<file path="src/erx_pkg.sv">
`default_nettype none

package erx_pkg;

   //################################################
   //# link widths
   //################################################
   localparam int word_w      = 16;               // one lane word per rx_lclk
   localparam int beat_n      = 7;                // words in a full packet
   localparam int burst_first = 3;                // burst packets restart here
   localparam int sample_w    = beat_n * word_w;  // 112
   localparam int pw          = 104;              // emesh packet width

   //################################################
   //# lane and beat bundles
   //################################################

   // registered lane input
   typedef struct packed {
      logic              frame;  // frame flag
      logic [word_w-1:0] word;   // lane word
   } lane_t;

   // one word tagged with its frame position
   typedef struct packed {
      logic [beat_n-1:0] sel;    // one-hot position, zero when idle
      logic [word_w-1:0] word;
      logic              cont;   // burst packet, not the first of the frame
   } beat_t;

   // emesh transaction, msb first
   typedef struct packed {
      logic [31:0] srcaddr;
      logic [31:0] data;
      logic [31:0] dstaddr;
      logic [3:0]  ctrlmode;
      logic [1:0]  datamode;
      logic        write;
      logic        access;
   } emesh_packet_t;

   //################################################
   //# sample layout
   //################################################

   // byte n of the sample is word n/2, low byte first
   // multi-byte fields arrive msb first, so they split per byte here
   typedef struct packed {
      logic [7:0] src_b0;     // byte 13, srcaddr[7:0]
      logic [7:0] src_b1;     // byte 12
      logic [7:0] src_b2;     // byte 11
      logic [7:0] src_b3;     // byte 10, srcaddr[31:24]
      logic [7:0] data_b0;    // byte 9, data[7:0]
      logic [7:0] data_b1;    // byte 8
      logic [7:0] data_b2;    // byte 7
      logic [7:0] data_b3;    // byte 6, data[31:24]
      logic [3:0] dst_n0;     // byte 5 hi, dstaddr[3:0]
      logic [1:0] datamode;   // byte 5 [3:2]
      logic       write;      // byte 5 [1]
      logic       access;     // byte 5 [0]
      logic [7:0] dst_b1;     // byte 4, dstaddr[11:4]
      logic [7:0] dst_b2;     // byte 3, dstaddr[19:12]
      logic [7:0] dst_b3;     // byte 2, dstaddr[27:20]
      logic [3:0] ctrlmode;   // byte 1 hi
      logic [3:0] dst_n7;     // byte 1 lo, dstaddr[31:28]
      logic [sample_w-pw-1:0] rsvd;  // byte 0, not carried
   } sample_fields_t;

   // Same 112 bits seen two ways. The assembler fills it word by word
   // through raw, the formatter picks fields out of it.
   typedef union packed {
      logic [sample_w/8-1:0][7:0] raw;     // raw[n] = bits 8n+7:8n
      sample_fields_t             fields;
   } sample_u;

endpackage

`default_nettype wire

</file>
<file path="src/erx_frame_track.sv">
`timescale 1ns/100ps
`default_nettype none

module erx_frame_track
  (
   input  wire                        rx_lclk,
   input  wire                        erx_io_nreset,
   input  wire                        lane_frame,
   input  wire [erx_pkg::word_w-1:0]  lane_word,
   output erx_pkg::beat_t             beat
   );

   import erx_pkg::*;

   lane_t             lane_q;  // lane after input flop
   logic [beat_n-1:0] ptr;     // position of the word held in lane_q
   logic              cont;    // frame already delivered a packet

   //################################################
   //# input register
   //################################################
   always_ff @(posedge rx_lclk or negedge erx_io_nreset)
   begin
      if (!erx_io_nreset)
      begin
         lane_q <= '0;
      end
      else
      begin
         lane_q.frame <= lane_frame;
         lane_q.word  <= lane_word;
      end
   end

   //################################################
   //# beat pointer
   //################################################

   // parks on position 0 between frames, so the first word of a frame
   // always lands there; after position 6 it jumps back for a burst
   always_ff @(posedge rx_lclk or negedge erx_io_nreset)
   begin
      if (!erx_io_nreset)
      begin
         ptr <= '0;
      end
      else if (!lane_q.frame)
      begin
         ptr <= beat_n'(1);                  // idle, wait at position 0
      end
      else if (ptr[beat_n-1])
      begin
         ptr <= beat_n'(1) << burst_first;   // anticipate burst
      end
      else
      begin
         ptr <= ptr << 1;                    // middle of frame
      end
   end

   // burst tracking, set once position 6 passed with frame high
   always_ff @(posedge rx_lclk or negedge erx_io_nreset)
   begin
      if (!erx_io_nreset)
      begin
         cont <= 1'b0;
      end
      else if (!lane_q.frame)
      begin
         cont <= 1'b0;                       // frame over
      end
      else if (ptr[beat_n-1])
      begin
         cont <= 1'b1;
      end
   end

   //################################################
   //# beat register
   //################################################
   always_ff @(posedge rx_lclk or negedge erx_io_nreset)
   begin
      if (!erx_io_nreset)
      begin
         beat <= '0;
      end
      else
      begin
         beat.sel  <= lane_q.frame ? ptr : '0;  // no write outside a frame
         beat.word <= lane_q.word;
         beat.cont <= cont;                     // old value, first packet sees 0
      end
   end

   // at most one sample position written per cycle
   a_sel_onehot: assert property (@(posedge rx_lclk) disable iff (!erx_io_nreset)
      $onehot0(beat.sel))
      else $error("beat pointer not one-hot");

   // last word with frame still up must restart at the burst position
   a_burst_reload: assert property (@(posedge rx_lclk) disable iff (!erx_io_nreset)
      beat.sel[beat_n-1] && lane_q.frame |=> beat.sel[burst_first] && beat.cont)
      else $error("burst did not restart at position %0d", burst_first);

endmodule

`default_nettype wire

</file>
<file path="src/erx_link.sv">
`timescale 1ns/100ps
`default_nettype none

module erx_link
  (
   input  wire                        rx_lclk,        // link clock
   input  wire                        erx_io_nreset,  // async, active low
   input  wire                        lane_frame,
   input  wire [erx_pkg::word_w-1:0]  lane_word,
   output logic                       rx_access,
   output logic                       rx_burst,
   output erx_pkg::emesh_packet_t     rx_packet
   );

   import erx_pkg::*;

   //################################################
   //# stage wires
   //################################################
   beat_t   beat;          // tracked lane beat
   logic    sample_done;   // 112 bit sample complete
   sample_u sample;
   logic    sample_cont;   // burst flag for that sample

   // lane flop, pointer, burst state
   erx_frame_track i_frame_track
     (
      .rx_lclk       (rx_lclk),
      .erx_io_nreset (erx_io_nreset),
      .lane_frame    (lane_frame),
      .lane_word     (lane_word),
      .beat          (beat)
      );

   // words into the sample
   erx_sample_assembler i_sample_assembler
     (
      .rx_lclk       (rx_lclk),
      .erx_io_nreset (erx_io_nreset),
      .beat          (beat),
      .sample_done   (sample_done),
      .sample        (sample),
      .sample_cont   (sample_cont)
      );

   // sample into emesh packet
   erx_packet_format i_packet_format
     (
      .rx_lclk       (rx_lclk),
      .erx_io_nreset (erx_io_nreset),
      .sample_done   (sample_done),
      .sample        (sample),
      .sample_cont   (sample_cont),
      .rx_access     (rx_access),
      .rx_burst      (rx_burst),
      .rx_packet     (rx_packet)
      );

endmodule

`default_nettype wire

</file>
<file path="src/erx_packet_format.sv">
`timescale 1ns/100ps
`default_nettype none

module erx_packet_format
  (
   input  wire                      rx_lclk,
   input  wire                      erx_io_nreset,
   input  wire                      sample_done,
   input  wire erx_pkg::sample_u    sample,
   input  wire                      sample_cont,
   output logic                     rx_access,
   output logic                     rx_burst,
   output erx_pkg::emesh_packet_t   rx_packet
   );

   import erx_pkg::*;

   sample_fields_t f;       // field view of the sample
   emesh_packet_t  pkt_d;   // reordered packet, before the output flop

   assign f = sample.fields;

   //################################################
   //# byte shuffle
   //################################################
   always_comb
   begin
      pkt_d.srcaddr  = {f.src_b3, f.src_b2, f.src_b1, f.src_b0};        // bytes 10..13
      pkt_d.data     = {f.data_b3, f.data_b2, f.data_b1, f.data_b0};    // bytes 6..9
      // dstaddr straddles two nibbles
      pkt_d.dstaddr  = {f.dst_n7, f.dst_b3, f.dst_b2, f.dst_b1, f.dst_n0};
      pkt_d.ctrlmode = f.ctrlmode;   // byte 1 hi
      pkt_d.datamode = f.datamode;
      pkt_d.write    = f.write;
      pkt_d.access   = f.access;     // copied as sent, not the strobe
   end

   //################################################
   //# output register
   //################################################
   always_ff @(posedge rx_lclk or negedge erx_io_nreset)
   begin
      if (!erx_io_nreset)
      begin
         rx_access <= 1'b0;
         rx_burst  <= 1'b0;
         rx_packet <= '0;
      end
      else
      begin
         rx_access <= sample_done;   // one cycle strobe
         if (sample_done)
         begin
            rx_packet <= pkt_d;
            rx_burst  <= sample_cont;
         end
      end
   end

   // packet and burst flag only move with the strobe
   a_pkt_hold: assert property (@(posedge rx_lclk) disable iff (!erx_io_nreset)
      !rx_access |-> $stable(rx_packet) && $stable(rx_burst))
      else $error("rx_packet changed without rx_access");

endmodule

`default_nettype wire

</file>
<file path="src/erx_sample_assembler.sv">
`timescale 1ns/100ps
`default_nettype none

module erx_sample_assembler
  (
   input  wire                   rx_lclk,
   input  wire                   erx_io_nreset,
   input  wire erx_pkg::beat_t   beat,
   output logic                  sample_done,
   output erx_pkg::sample_u      sample,
   output logic                  sample_cont
   );

   import erx_pkg::*;

   logic last_beat;   // word 6 of a packet on the bundle

   assign last_beat = beat.sel[beat_n-1];

   //################################################
   //# sample write
   //################################################

   // each position owns two bytes, low byte first
   // header bytes 0..5 are untouched during a burst and carry over
   always_ff @(posedge rx_lclk)
   begin
      for (int i = 0; i < beat_n; i++)
      begin
         if (beat.sel[i])
         begin
            sample.raw[i*(word_w/8) +: word_w/8] <= beat.word;
         end
      end
   end

   //################################################
   //# completion strobe
   //################################################
   always_ff @(posedge rx_lclk or negedge erx_io_nreset)
   begin
      if (!erx_io_nreset)
      begin
         sample_done <= 1'b0;
         sample_cont <= 1'b0;
      end
      else
      begin
         sample_done <= last_beat;       // same edge writes the last word
         if (last_beat)
         begin
            sample_cont <= beat.cont;    // burst flag of this packet
         end
      end
   end

   // packets are at least four beats apart
   a_done_single: assert property (@(posedge rx_lclk) disable iff (!erx_io_nreset)
      sample_done |=> !sample_done)
      else $error("sample_done high two cycles in a row");

endmodule

`default_nettype wire

</file>
<file path="config.mk">
export PLATFORM = sky130hd
export DESIGN_NAME = erx_link
export DESIGN_NICKNAME = d
export VERILOG_FILES = /design/src/erx_pkg.sv /design/src/erx_frame_track.sv /design/src/erx_link.sv /design/src/erx_packet_format.sv /design/src/erx_sample_assembler.sv
export SDC_FILE = /design/constraint.sdc
export NUM_CORES = 1
export LEC_CHECK = 0
export ABC_AREA = 0
export BUFFER_PORTS_ARGS = -buffer_cell sky130_fd_sc_hd__buf_2
export CORE_MARGIN = 2
export CORE_UTILIZATION = 60
export DETAILED_ROUTE_END_ITERATION = 7
export HOLD_SLACK_MARGIN = 0.03
export PLACE_DENSITY = 0.87
export SLEW_MARGIN = 20
export SYNTH_ARGS = -nofsm -noshare
export SYNTH_HDL_FRONTEND = slang
export SYNTH_SLANG_ARGS = --single-unit
</file>
<file path="constraint.sdc">
create_clock -name rx_lclk -period 2.09 [get_ports rx_lclk]
set_input_delay 0.3135 -clock rx_lclk [delete_from_list [all_inputs] [get_ports rx_lclk]]
set_output_delay 0.3135 -clock rx_lclk [all_outputs]
set_load 0.005 [all_outputs]
</file>
Word level (Yosys, flattened, before mapping)
Index checks and enable logic that the tools add are counted.
{"block": "classes", "eq_ne": 1, "n_mux": 5}
{"op": "7-bit two-way mux", "count": 3}
{"op": "1-bit two-way mux", "count": 2}
{"op": "2-bit inequality test, second input constant", "count": 1}
{"block": "totals", "ff_bits": 269, "inputBits": 19, "output_inout_bits": 106, "word_cells": 31}

Logic depth before layout (Yosys ltp)
Gate-level depths: netlist (run 1).
{"block": "logic_depth", "ltp_word": 2, "ltp_mapped": 4, "ltp_nobuf": 1}

Hierarchy
A second synthesis (run 1) with hierarchy kept.
{"block": "unflattened", "hier_cells": 403, "area_unflattened_um2": 8956.1}
{"module": "erx_packet_format", "instances": 1, "cells_each": 223, "area_per_inst_um2": 4174.0}
{"module": "erx_sample_assembler", "instances": 1, "cells_each": 115, "area_per_inst_um2": 3428.3}
{"module": "erx_frame_track", "instances": 1, "cells_each": 65, "area_per_inst_um2": 1353.8}

Least setup slack after synthesis (run 1)
Ideal clock, no wire load.
{"block": "synth_path", "kind": "register to register", "start": "register i_sample_assembler.sample_done", "end": "register, netlist name i_packet_format.rx_packet[10]", "setup_time_ps": 125, "arrival_ps": 1057, "required_ps": 1965, "path_slack_ps": 908, "path_stages_with_launch": 5, "path_buffers": 3, "synth_period_minus_slack_ps": 1182, "cell_sequence": "dfrtp_1 > buf_6 > buf_8 > buf_12 > mux2_4"}
{"item": "from (decl)", "line": "erx_sample_assembler.sv:9", "rtl": "output logic sample_done,"}
{"item": "from (signal assigned)", "line": "erx_sample_assembler.sv:49", "rtl": "sample_done <= last_beat;"}
No word-level cell between the ends.

Worst setup path in the final report (run 1)
{"block": "layout_path", "start": "register i_sample_assembler.sample_done", "end": "register, netlist name i_packet_format.rx_packet[50]"}
No word-level cell between the ends.

==> results.md, run 1 <==
* Clk buf depth at 3
* Worst-Margin Slew at 0.8005 ns
* Post-Synth Adder-Cell Area at 0%
* Initial antenna violation count at 0
* Site Rows at 43
* Post-DRT Antenna Nets at 0
* CTS tree: yes
* Fin crit share at 70.94%
* Largest net degree at the start of global routing at 48
* Synth-to-Final Area Change at 20.71%
* Clock latency on the worst-skew pair at 0.52 ns
* DRC viols at 0
* CTS HTree Levels at 1
* Largest family of logic cells by synthesized area: multiplexers
* Seq/Total Area, Yosys at 81.11%
* Slew headroom at 46.63%
* Seq cells post-synth at 261
* Total GRT Usage at 21.57%
* YS warnings at 0
* Slowest library cell on the worst path: dfrtp_4
* Die area at 15470 um^2
* Die Y at 124.4 um
* Critical R2R Launch: i_sample_assembler.sample_done
* # clock sinks at 261
* Net Count, Synth at 414
* RSZ-0062 raised after global routing: false
* Final max-slew violation count at 0
* Post-detail-place hpwl at 9.901 mm
* Capturing point of the worst reg2reg path: i_packet_format.rx_packet[50]
* Status: finished clean
* Vias post-DR at 4099
* Post-Synthesis Cells at 395
* Cells on worst reg2reg path at 2
* Proportion of layout cells with a drive suffix above 1 at 47.58%
* Avg Cell Area, Syn at 22.01 um^2
* Die X at 124.4 um
* Max Clk Rate at 674.5 MHz
* Clk pin slew, worst setup/hold paths at 0.07 ns
* Num ports at 125
* Num CTS Buffers at 24
* Routed WL per cell at 21.51 um
* Arrival time worst endpoint at 1.87 ns
* Fin nets at 579
* Max cap viols at 0
* Worst Path Required at 2.48 ns
* Vias in the first global route at 4372
* Met1 Usage GRT at 30.29%
* Crit-path cells: buf_12 > mux2_2
* Critical path endpoint category: flop
* VDD IR-drop max at 0.7003 mV
* Mapped Area at 8695 um^2
* Setup TNS at 0 ns
* Placer Congestion at 0.8035
* Simple-gate share of the synthesized area at 1.007%
* Cell at the root of the clock tree: clkbuf_16
* Slowest stage delay, CP at 0.68 ns
* Tmin final at 1.483 ns
* Initial Util at 61.92%
* Vias/cell at 5.408
* Gr ovfl total at 0
* Yosys cell types at 13
* Max FO, Critical Path at 36
* First-pass GRT wire length at 25.70 mm
* Reg2Reg Setup Slack at 0.61 ns
* Hold Violations, Final at 0
* Leakage power at 0.004858 uW
* GR Util met3 at 4.467%
* Final setup viols at 0
* Met2 GRT Util at 34.91%
* I/O Buffers at 124
* Grt peak-use layer: met2
* Startpoint Class: flop
* Multiplexer area fraction after synthesis at 15.89%
* Post-Synth XOR/XNOR Area at 0%
* First-pass DRT Iterations at 4
* Hold_ws at 0.3042 ns
* Inserted Diodes at 0
* Number of DRC markers in iteration 0 at 236
* Core Region at 14040 um^2
* Power Density at 1004 nW/um^2
* Crit path launch: i_sample_assembler.sample_done
* HP Class: in -> async
* Crit path kind: reg -> reg
* Worst Setup EP: i_packet_format.rx_packet[50]
* Synth Area in Compound Gates at 0.1727%
* Fin Clk Skew at 0.01887 ns
* DRT Wirelength at 16.30 mm
-- how the worst min path moves through the flow --
| stage | from | to | cells after the start |
|---|---|---|---|
| 2_1_floorplan | erx_io_nreset | i_frame_track.beat[0] | 0 |
| 3_5_place_dp | erx_io_nreset | i_packet_format.rx_packet[67] | 1 |
| 4_1_cts | erx_io_nreset | i_packet_format.rx_packet[67] | 2 |
| 5_1_grt | erx_io_nreset | i_packet_format.rx_packet[16] | 2 |
| 3_3_place_gp | erx_io_nreset | i_packet_format.rx_packet[68] | 1 |
| 6_report | erx_io_nreset | i_packet_format.rx_packet[81] | 2 |
-- layer usage --
metal	wire (um)	part of all wire (%)
met2	8198	50
met4	413	2.5
met1	6676	41
met5	0	0
met3	1013	6.2
-- cell usage in the layout (no fill, tap or decap), drive strengths merged --
master,instances
clkinvlp,1
o21a,2
clkbuf,33
buf,134
inv,1
clkinv,7
edfxtp,104
and3b,5
mux2,106
dfrtp,157
dlygate4sd3,18
bufinv,3
and2,7
-- flip-flops by register name, summed over array words and instances (netlist names) --
register	flops
i_packet_format.rx_packet	104
i_sample_assembler.sample_cont	1
i_frame_track.beat	24
i_packet_format.rx_access	1
i_frame_track.cont	1
i_frame_track.lane_q	17
i_sample_assembler.sample_done	1
i_frame_track.ptr	7
i_sample_assembler.sample	104
i_packet_format.rx_burst	1
-- worst max-delay path: cells and delay by family (launching register included) --
family	cells	cell delay [ns]
buffers and inverters	1	0.30
DFF	1	0.68
muxes	1	0.38
-- stage by stage --
step / cell area, um^2 / utilization (%) / worst slack (ns) / std cells / total power, uW
global placement: 9520 / 67.80 / 0.6630 / 696 / 6188
global route: 10500 / 74.74 / 0.5614 / 758 / 10890
floorplan: 8695 / - / 0.9077 / 395 / 5913
detailed placement: 9520 / 67.80 / 0.6276 / 696 / 6224
finish: 10500 / 74.74 / 0.6073 / 758 / 10540
CTS: 10500 / 74.74 / 0.6048 / 758 / 10610
-- synthesized netlist by cell type --
master      n  area, um^2
mux2_4     50       750.7
buf_2       5       25.02
inv_1       1       3.750
clkbuf_1    1       3.750
mux2_2     56       630.6
dfrtp_1   157        3929
buf_6       1       11.26
buf_8       1       15.01
and3b_1     5       43.79
edfxtp_1  104        3123
o21a_1      2       15.01
buf_12      5       100.1
and2_1      7       43.79
-- cell families after synthesis --
logic type	after synthesis
flip-flops	261
multiplexers	106
buffers and inverters	14
AND/OR/NAND/NOR	12
AO/OA/AOI/OAI	2
-- cell type report --
cell class / count / area (um^2)
clock buffer: 33 / 665.6
timing repair buffer: 152 / 932.1
fill: 772 / 3547
tap: 180 / 225.2
inverter: 1 / 3.754
multi-input combinational: 120 / 1484
clock inverter: 11 / 128.9
sequential: 261 / 7056
-- power breakdown --
| group | leakage [uW] | internal (uW) | switching [uW] |
|---|---|---|---|
| Combinational | 0.00145 | 265 | 189 |
| Clock | 0.000386 | 2600 | 1780 |
| Sequential | 0.00302 | 5540 | 161 |
| Total | 0.00486 | 8400 | 2130 |
-- timing repair --
item | 4_1_cts | 5_1_grt
gates resized for setup | 0 | 0
buffers inserted | 0 | 0
hold buffers | 18 | 0
endpoints found under the hold margin | 60 | 0
endpoints found under the setup margin | 0 | 0
No activity file was read; power rests on OpenSTA's default activity.
==> run 2, diff against run 1 <==
Settings changed: ABC_AREA 0 to 1, CORE_UTILIZATION 60 to 50, PLACE_DENSITY 0.87 to 0.78.
Clock period 2.09 ns to 1.2 ns, I/O delays scaled along.
==> run 2 against run 1 <==
The run now ends with setup timing left. First-iteration DRC count increased by 38%. Cell area increased by 4.2%. Register-to-register slack got worse by 0.52 ns. Routed wire length increased by 5.0%. Area after synthesis decreased by 2.1%. Highest routed layer unchanged. Power increased by 73%. Setup slack got worse by 0.64 ns. Hold slack got worse by 0.13 ns. Non-clock buffer count increased by 69. Sequential share of layout area decreased by 2.7 points.
==> results.md, run 2 <==
* Top-area cell type share of the netlist area at 46.17% (+0.98 points)
* First-pass GRT wire length at 26.40 mm (+2.7%)
* Finished Layout Cells at 1090 (+44%)
* Routed WL per cell at 15.71 um (-27%)
* Commonest cells after routing, fill and taps aside: nand2_1 (328), dfrtp_1 (156), buf_2 (122)
* Power Density at 1669 nW/um^2 (+66%)
* Fin Clk Skew at 0.006137 ns (-0.01273 ns)
* Core Util, Final at 65.93% (-8.8 points)
* Initial antenna violation count at 0 (unchanged)
* Total GRT Usage at 18.98% (-2.6 points)
* Commonest non-fill, non-tap cell in the layout: nand2_1
* Hold Violations, Final at 0 (unchanged)
* YS warnings at 0 (unchanged)
* Inserted Diodes at 0 (unchanged)
* Leakage power at 0.005586 uW (+15%)
* Clk pin slew, worst setup/hold paths at 0.06 ns (about the same)
* Crit path kind: reg -> out
* Core Region at 16580 um^2 (+18%)
* Site Rows at 47 (+9.3%)
* Fin nets at 871 (+50%)
* Vias/cell at 4.685 (-13%)
* Max cap viols at 0 (unchanged)
* Proportion of layout cells with a drive suffix above 1 at 27.70% (-20 points)
* Worst Path Buf+Inv at 1 (unchanged)
* Number of fill cells at 1203 (+56%)
* Die area at 18080 um^2 (+17%)
* Max Clk Rate at 813.2 MHz
* # clock sinks at 261 (unchanged)
* Clk buf depth at 3 (unchanged)
* Status: complete, but fails checks
* Number of DRC markers in iteration 0 at 326 (+38%)
* Area leader, netlist: dfrtp_1
* Failing checks: setup timing
* Placed cells at 970 (+39%)
* Gr ovfl total at 0 (unchanged)
* Die X at 134.5 um (+8.1%)
* Worst-Margin Slew at 0.4455 ns (-0.3551 ns)
* Vias post-DR at 5107 (+25%)
* Final max-slew violation count at 0 (unchanged)
* Initial Util at 51.31% (-11 points)
* Mapped Area at 8509 um^2 (-2.1%)
* Synth async-reset ratio at 60.15% (unchanged)
* Pre-CTS WS at 0.1091 ns (-0.5185 ns)
* Most common cell in the netlist: nand2_1
* Post-synth EDFFs at 104 (unchanged)
* Post-synth top cells: nand2_1 (328), dfrtp_1 (157), edfxtp_1 (104), buf_2 (14), inv_1 (9)
* CTS tree: yes
* Startpoint Class: flop
* Slew headroom at 70.30% (+24 points)
* Seq/Total Area, Yosys at 82.87% (+1.8 points)
* Tmin final at 1.230 ns
* Vias in the first global route at 5085 (+16%)
* Cell at the root of the clock tree: clkbuf_16
* Final worst slack at -0.02979 ns (-0.6371 ns)
* Fin crit share at 102.5%
* Post-DRT Antenna Nets at 0 (unchanged)
* Wire length on met3 at 904 um (-11%)
* Clock latency on the worst-skew pair at 0.49 ns (-0.03 ns)
* Avg Cell Area, Syn at 13.55 um^2 (-38%)
* Seq cells post-synth at 261 (unchanged)
* Max FO, Critical Path at 2 (-94%)
* Final setup viols at 24 (+24)
* Placer Congestion at 0.7535 (-6.2%)
* Arrival time worst endpoint at 1.05 ns (-0.82 ns)
* Critical path endpoint category: output pin
* Slowest library cell on the worst path: dfrtp_1
* Most used DFF post-synth: dfrtp_1
* Largest cells by area after synthesis: dfrtp_1 (46%), edfxtp_1 (37%), nand2_1 (14%)
* Post-Synthesis Cells at 628 (+59%)
* Highest routed layer: met4
* Num CTS Buffers at 25 (+4.2%)
* VDD IR-drop max at 0.9946 mV (+42%)
* Delay-heaviest family, CP: flip-flops
* First-pass DRT Iterations at 4 (unchanged)
* Slowest stage delay, CP at 0.41 ns (-0.27 ns)
* Synth-to-Final Area Change at 28.50%
* HP Class: in -> async
* Num ports at 125 (unchanged)
* Crit-path cells: buf_2
* Worst Path Required at 1.02 ns (-1.46 ns)
* DRT Wirelength at 17.12 mm (+5.0%)
* Net Count, Synth at 647 (+56%)
* Die Y at 134.5 um (+8.1%)
* RSZ-0062 raised after global routing: true
* CTS HTree Levels at 1 (unchanged)
* DRC viols at 0 (unchanged)
* Reg2Reg Setup Slack at 0.09 ns (-0.52 ns)
* Yosys cell types at 10 (-3)
* I/O Buffers at 124 (unchanged)
* Met2 WL at 8.391 mm (+2.4%)
* DRT met1 WL at 7.573 mm (+13%)
* Post-detail-place hpwl at 10.37 mm (+4.8%)
* Largest net degree at the start of global routing at 53 (+10%)
## run 2: changes by cell type after synthesis, sizes merged
cell,delta
nand2,+328
mux2,-106
buf,+11
inv,+9
and2,-7
and3b,-5
nor2,+5
o21a,-2
## run 2: layout make-up
type / count / area, um^2 / area share, %
Inverter: 10 / 40.04 / 0.3662
Clock buffer: 31 / 668.1 / 6.111
Timing Repair Buffer: 221 / 1531 / 14.01
Sequential cell: 261 / 7056 / 64.53
Clock inverter: 14 / 113.9 / 1.041
Tap cell: 220 / 275.3 / 2.517
Multi-Input combinational cell: 333 / 1250 / 11.43
## run 2: power breakdown
| part | switching [uW] | total [uW] | internal, uW |
|---|---|---|---|
| logic | 432 | 920 | 488 |
| clock network | 3070 | 7430 | 4360 |
| registers | 250 | 9900 | 9650 |
| total | 3750 | 18200 | 14500 |
## run 2: repair_timing
action / CTS / global route
endpoints found under the setup margin: 66 / 103
pin swaps: 0 / 0
hold endpoints to repair: 174 / 0
gates resized for setup: 0 / 1
hold buffers: 18 / 0
buffers inserted: 23 / 34
## run 2: routing by layer
layer  global-route usage (%)  vias up
met5                        0        -
met3                    3.378       24
met4                    4.503        0
met1                    26.88     2487
met2                    31.29      151
li1                         -     2445
## run 2: final timing paths
path	startpoint	to	cells past startpoint
worst max-delay path	i_packet_format.rx_packet[78]	rx_packet[78]	1
worst min-delay path	erx_io_nreset	i_frame_track.lane_q[4]	2
worst max register to register	i_sample_assembler.sample_done	i_packet_format.rx_packet[91]	4
worst min register to register	i_frame_track.lane_q[5]	i_frame_track.beat[6]	0
max in group asynchronous	erx_io_nreset	i_packet_format.rx_packet[5]	3
min in group rx_lclk	lane_word[7]	i_frame_track.lane_q[7]	2
## run 2: cell families after synthesis
logic type             synth area share, %
buffers and inverters                2.441
DFF                                  82.87
and+or+nand+nor                      14.69
## run 2: through the flow
step / TNS [ns] / cell area (um^2) / total power [uW] / hold slack, ns
after floorplan: 0 / 8509 / 10210 / -0.1156
after global placement: 0 / 9538 / 10740 / 0.1372
after detailed placement: 0 / 9538 / 10780 / 0.1426
after CTS: -0.8055 / 10670 / 18310 / 0.1818
after global routing: -2.655 / 10930 / 18940 / 0.2083
final: -0.1532 / 10930 / 18250 / 0.1696
==> run 3, diff against run 2 <==
Settings changed: CORE_UTILIZATION 50 to 40, PLACE_DENSITY 0.78 to 0.66.
==> run 3 against run 2 <==
The run still ends with setup timing left. Count of clock-buffer cells in the layout up 8. Power grew 0.83%. Clock power increased by 2%. Combinational power grew 2.3%. Sequential share of layout area shrank 0.60 points. Critical endpoint is now rx_packet[46]. Largest power group unchanged.
==> results.md, run 3 (same netlist as run 2, synthesis figures left out) <==
* Status: complete, but fails checks
* Failing checks: setup timing
* RSZ-0062 raised after global routing: true
* Proportion of layout cells with a drive suffix above 1 at 28.08% (+0.38 points)
* Worst Path Required at 1.02 ns (about the same)
* Switching portion of total power at 21.31% (+0.76 points)
* Tmin final at 1.246 ns (+0.01599 ns)
* Seq pwr share at 53.8% (-0.5 points)
* Core Util, Final at 52.67% (-13 points)
* Delay-heaviest family, CP: flip-flops
* Die area at 22460 um^2 (+24%)
* Leakage power at 0.005606 uW (+0.36%)
* Hold Violations, Final at 0 (unchanged)
* Max FO, Critical Path at 2 (unchanged)
* Arrival time worst endpoint at 1.07 ns (+0.02 ns)
* Final worst slack at -0.04578 ns (-0.01600 ns)
* Num CTS Buffers at 27 (+8.0%)
* Power after layout at 18400 uW (+0.83%)
* Comb pwr share at 5.1% (about the same)
* Die X at 149.9 um (+11%)
* Clk pin slew, worst setup/hold paths at 0.06 ns (about the same)
* Initial antenna violation count at 0 (unchanged)
* HP Class: in -> async
* Routed WL per cell at 15.60 um (-0.72%)
* Num ports at 125 (unchanged)
* Vias/cell at 4.439 (-5.3%)
* CTS tree: yes
* Clock latency on the worst-skew pair at 0.53 ns (+0.04 ns)
* Inserted Diodes at 0 (unchanged)
* Gr ovfl total at 0 (unchanged)
* Critical R2R Launch: i_sample_assembler.sample_done
* Number of fill cells at 1810 (+50%)
* I/O Buffers at 124 (unchanged)
* Fin Clk Skew at 0.01786 ns (+0.01172 ns)
* Startpoint Class: flop
* Finished Layout Cells at 1151 (+5.6%)
* Pint at 14480 uW (-0.13%)
* Core Region at 20960 um^2 (+26%)
* Slew headroom at 68.19% (-2.1 points)
* Number of DRC markers in iteration 0 at 303 (-7.1%)
* DP Area at 9607 um^2 (+0.72%)
* Post-detail-place hpwl at 11.08 mm (+6.8%)
* Fin crit share at 103.8% (+1.3 points)
* DRC viols at 0 (unchanged)
* # clock sinks at 261 (unchanged)
* Cell at the root of the clock tree: clkbuf_16
* Site Rows at 53 (+13%)
* Final max-slew violation count at 0 (unchanged)
* Capturing point of the worst reg2reg path: i_packet_format.rx_packet[31]
* Worst Path Buf+Inv at 1 (unchanged)
* Cells on worst reg2reg path at 4 (unchanged)
* Slowest library cell on the worst path: dfrtp_1
* Clk buf depth at 3 (unchanged)
* Final setup viols at 79 (+230%)
* Vias post-DR at 5109 (+0.039%)
* Clock network power share at 41.1% (+0.4 points)
* Initial Util at 40.61% (-11 points)
* Placed cells at 1025 (+5.7%)
* Synth-to-Final Area Change at 29.70%
* Reg2Reg Setup Slack at 0.11 ns (+0.02 ns)
* Worst-Margin Slew at 0.4772 ns (+0.03170 ns)
* VDD IR-drop max at 1.086 mV (+9.2%)
* First-pass DRT Iterations at 6 (+2)
* Crit path kind: reg -> out
* Total GRT Usage at 16.17% (-2.8 points)
* DRT Wirelength at 17.95 mm (+4.8%)
* CTS HTree Levels at 1 (unchanged)
* Commonest non-fill, non-tap cell in the layout: nand2_1
* Max cap viols at 0 (unchanged)
* Power Density at 1667 nW/um^2 (-0.10%)
* Commonest cells after routing, fill and taps aside: nand2_1 (328), dfrtp_1 (156), buf_2 (123)
* Max Clk Rate at 802.7 MHz (-1.3%)
* Post-route cell area at 11040 um^2 (+0.94%)
* Largest net degree at the start of global routing at 65 (+23%)
* Post-DRT Antenna Nets at 0 (unchanged)
* Slowest stage delay, CP at 0.40 ns (about the same)
* Pre-CTS WS at 0.07637 ns (-0.03272 ns)
* First-pass GRT wire length at 27.56 mm (+4.4%)
* Vias in the first global route at 5081 (-0.079%)
* NetSw at 3920 uW (+4.6%)
* Placer Congestion at 0.7304 (-3.1%)
* Crit-path cells: buf_2
* Fin nets at 875 (+0.46%)
* Die Y at 149.9 um (+11%)
* Critical path endpoint category: output pin
[run 3: worst max path at each step]
stage	from	to	cells after the start
2_1_floorplan	i_frame_track.beat[23]	i_sample_assembler.sample[100]	0
3_3_place_gp	i_sample_assembler.sample_done	i_packet_format.rx_packet[18]	3
3_5_place_dp	i_sample_assembler.sample_done	i_packet_format.rx_packet[84]	3
4_1_cts	i_packet_format.rx_packet[51]	rx_packet[51]	1
5_1_grt	i_packet_format.rx_packet[51]	rx_packet[51]	1
6_report	i_packet_format.rx_packet[46]	rx_packet[46]	1
[run 3: cell type report]
cell class                 instances  area [um^2]  area share [%]
clock buffer                      39        750.7           6.802
clock inverter                    10        52.55          0.4761
inverter                          10        40.04          0.3628
multi-input combinational        333         1250           11.33
sequential                       261         7056           63.93
tap                              275        344.1           3.118
timing repair buffer             223         1544           13.99
[run 3: power groups by stage]
stage,Clock (uW),Sequential [uW],Combinational [uW]
6_report,7570,9890,941
5_1_grt,8100,9930,1070
4_1_cts,7750,9900,864
3_5_place_dp,0,10100,729
3_3_place_gp,0,10100,704
2_1_floorplan,0,10000,186
[run 3: routing by layer]
layer / vias up / part of all wire, % / global-route usage, %
met5: - / 0 / 0
met4: 0 / 2.6 / 5.330
met3: 35 / 4.4 / 2.774
met2: 132 / 49 / 27.79
met1: 2498 / 44 / 20.90
li1: 2444 / - / -
[run 3: per-stage QoR]
stage / hold slack, ns / TNS [ns]
final: 0.08167 / -1.385
after global routing: 0.09986 / -5.011
after CTS: 0.07535 / -3.469
after detailed placement: 0.06608 / 0
after global placement: 0.06613 / 0
after floorplan: -0.1156 / 0
[run 3: timing repair]
action | in CTS | in global routing
buffers inserted | 27 | 32
endpoints found under the setup margin | 104 | 116
resized for setup | 0 | 1
hold buffers | 18 | 0
endpoints found under the hold margin | 174 | 0
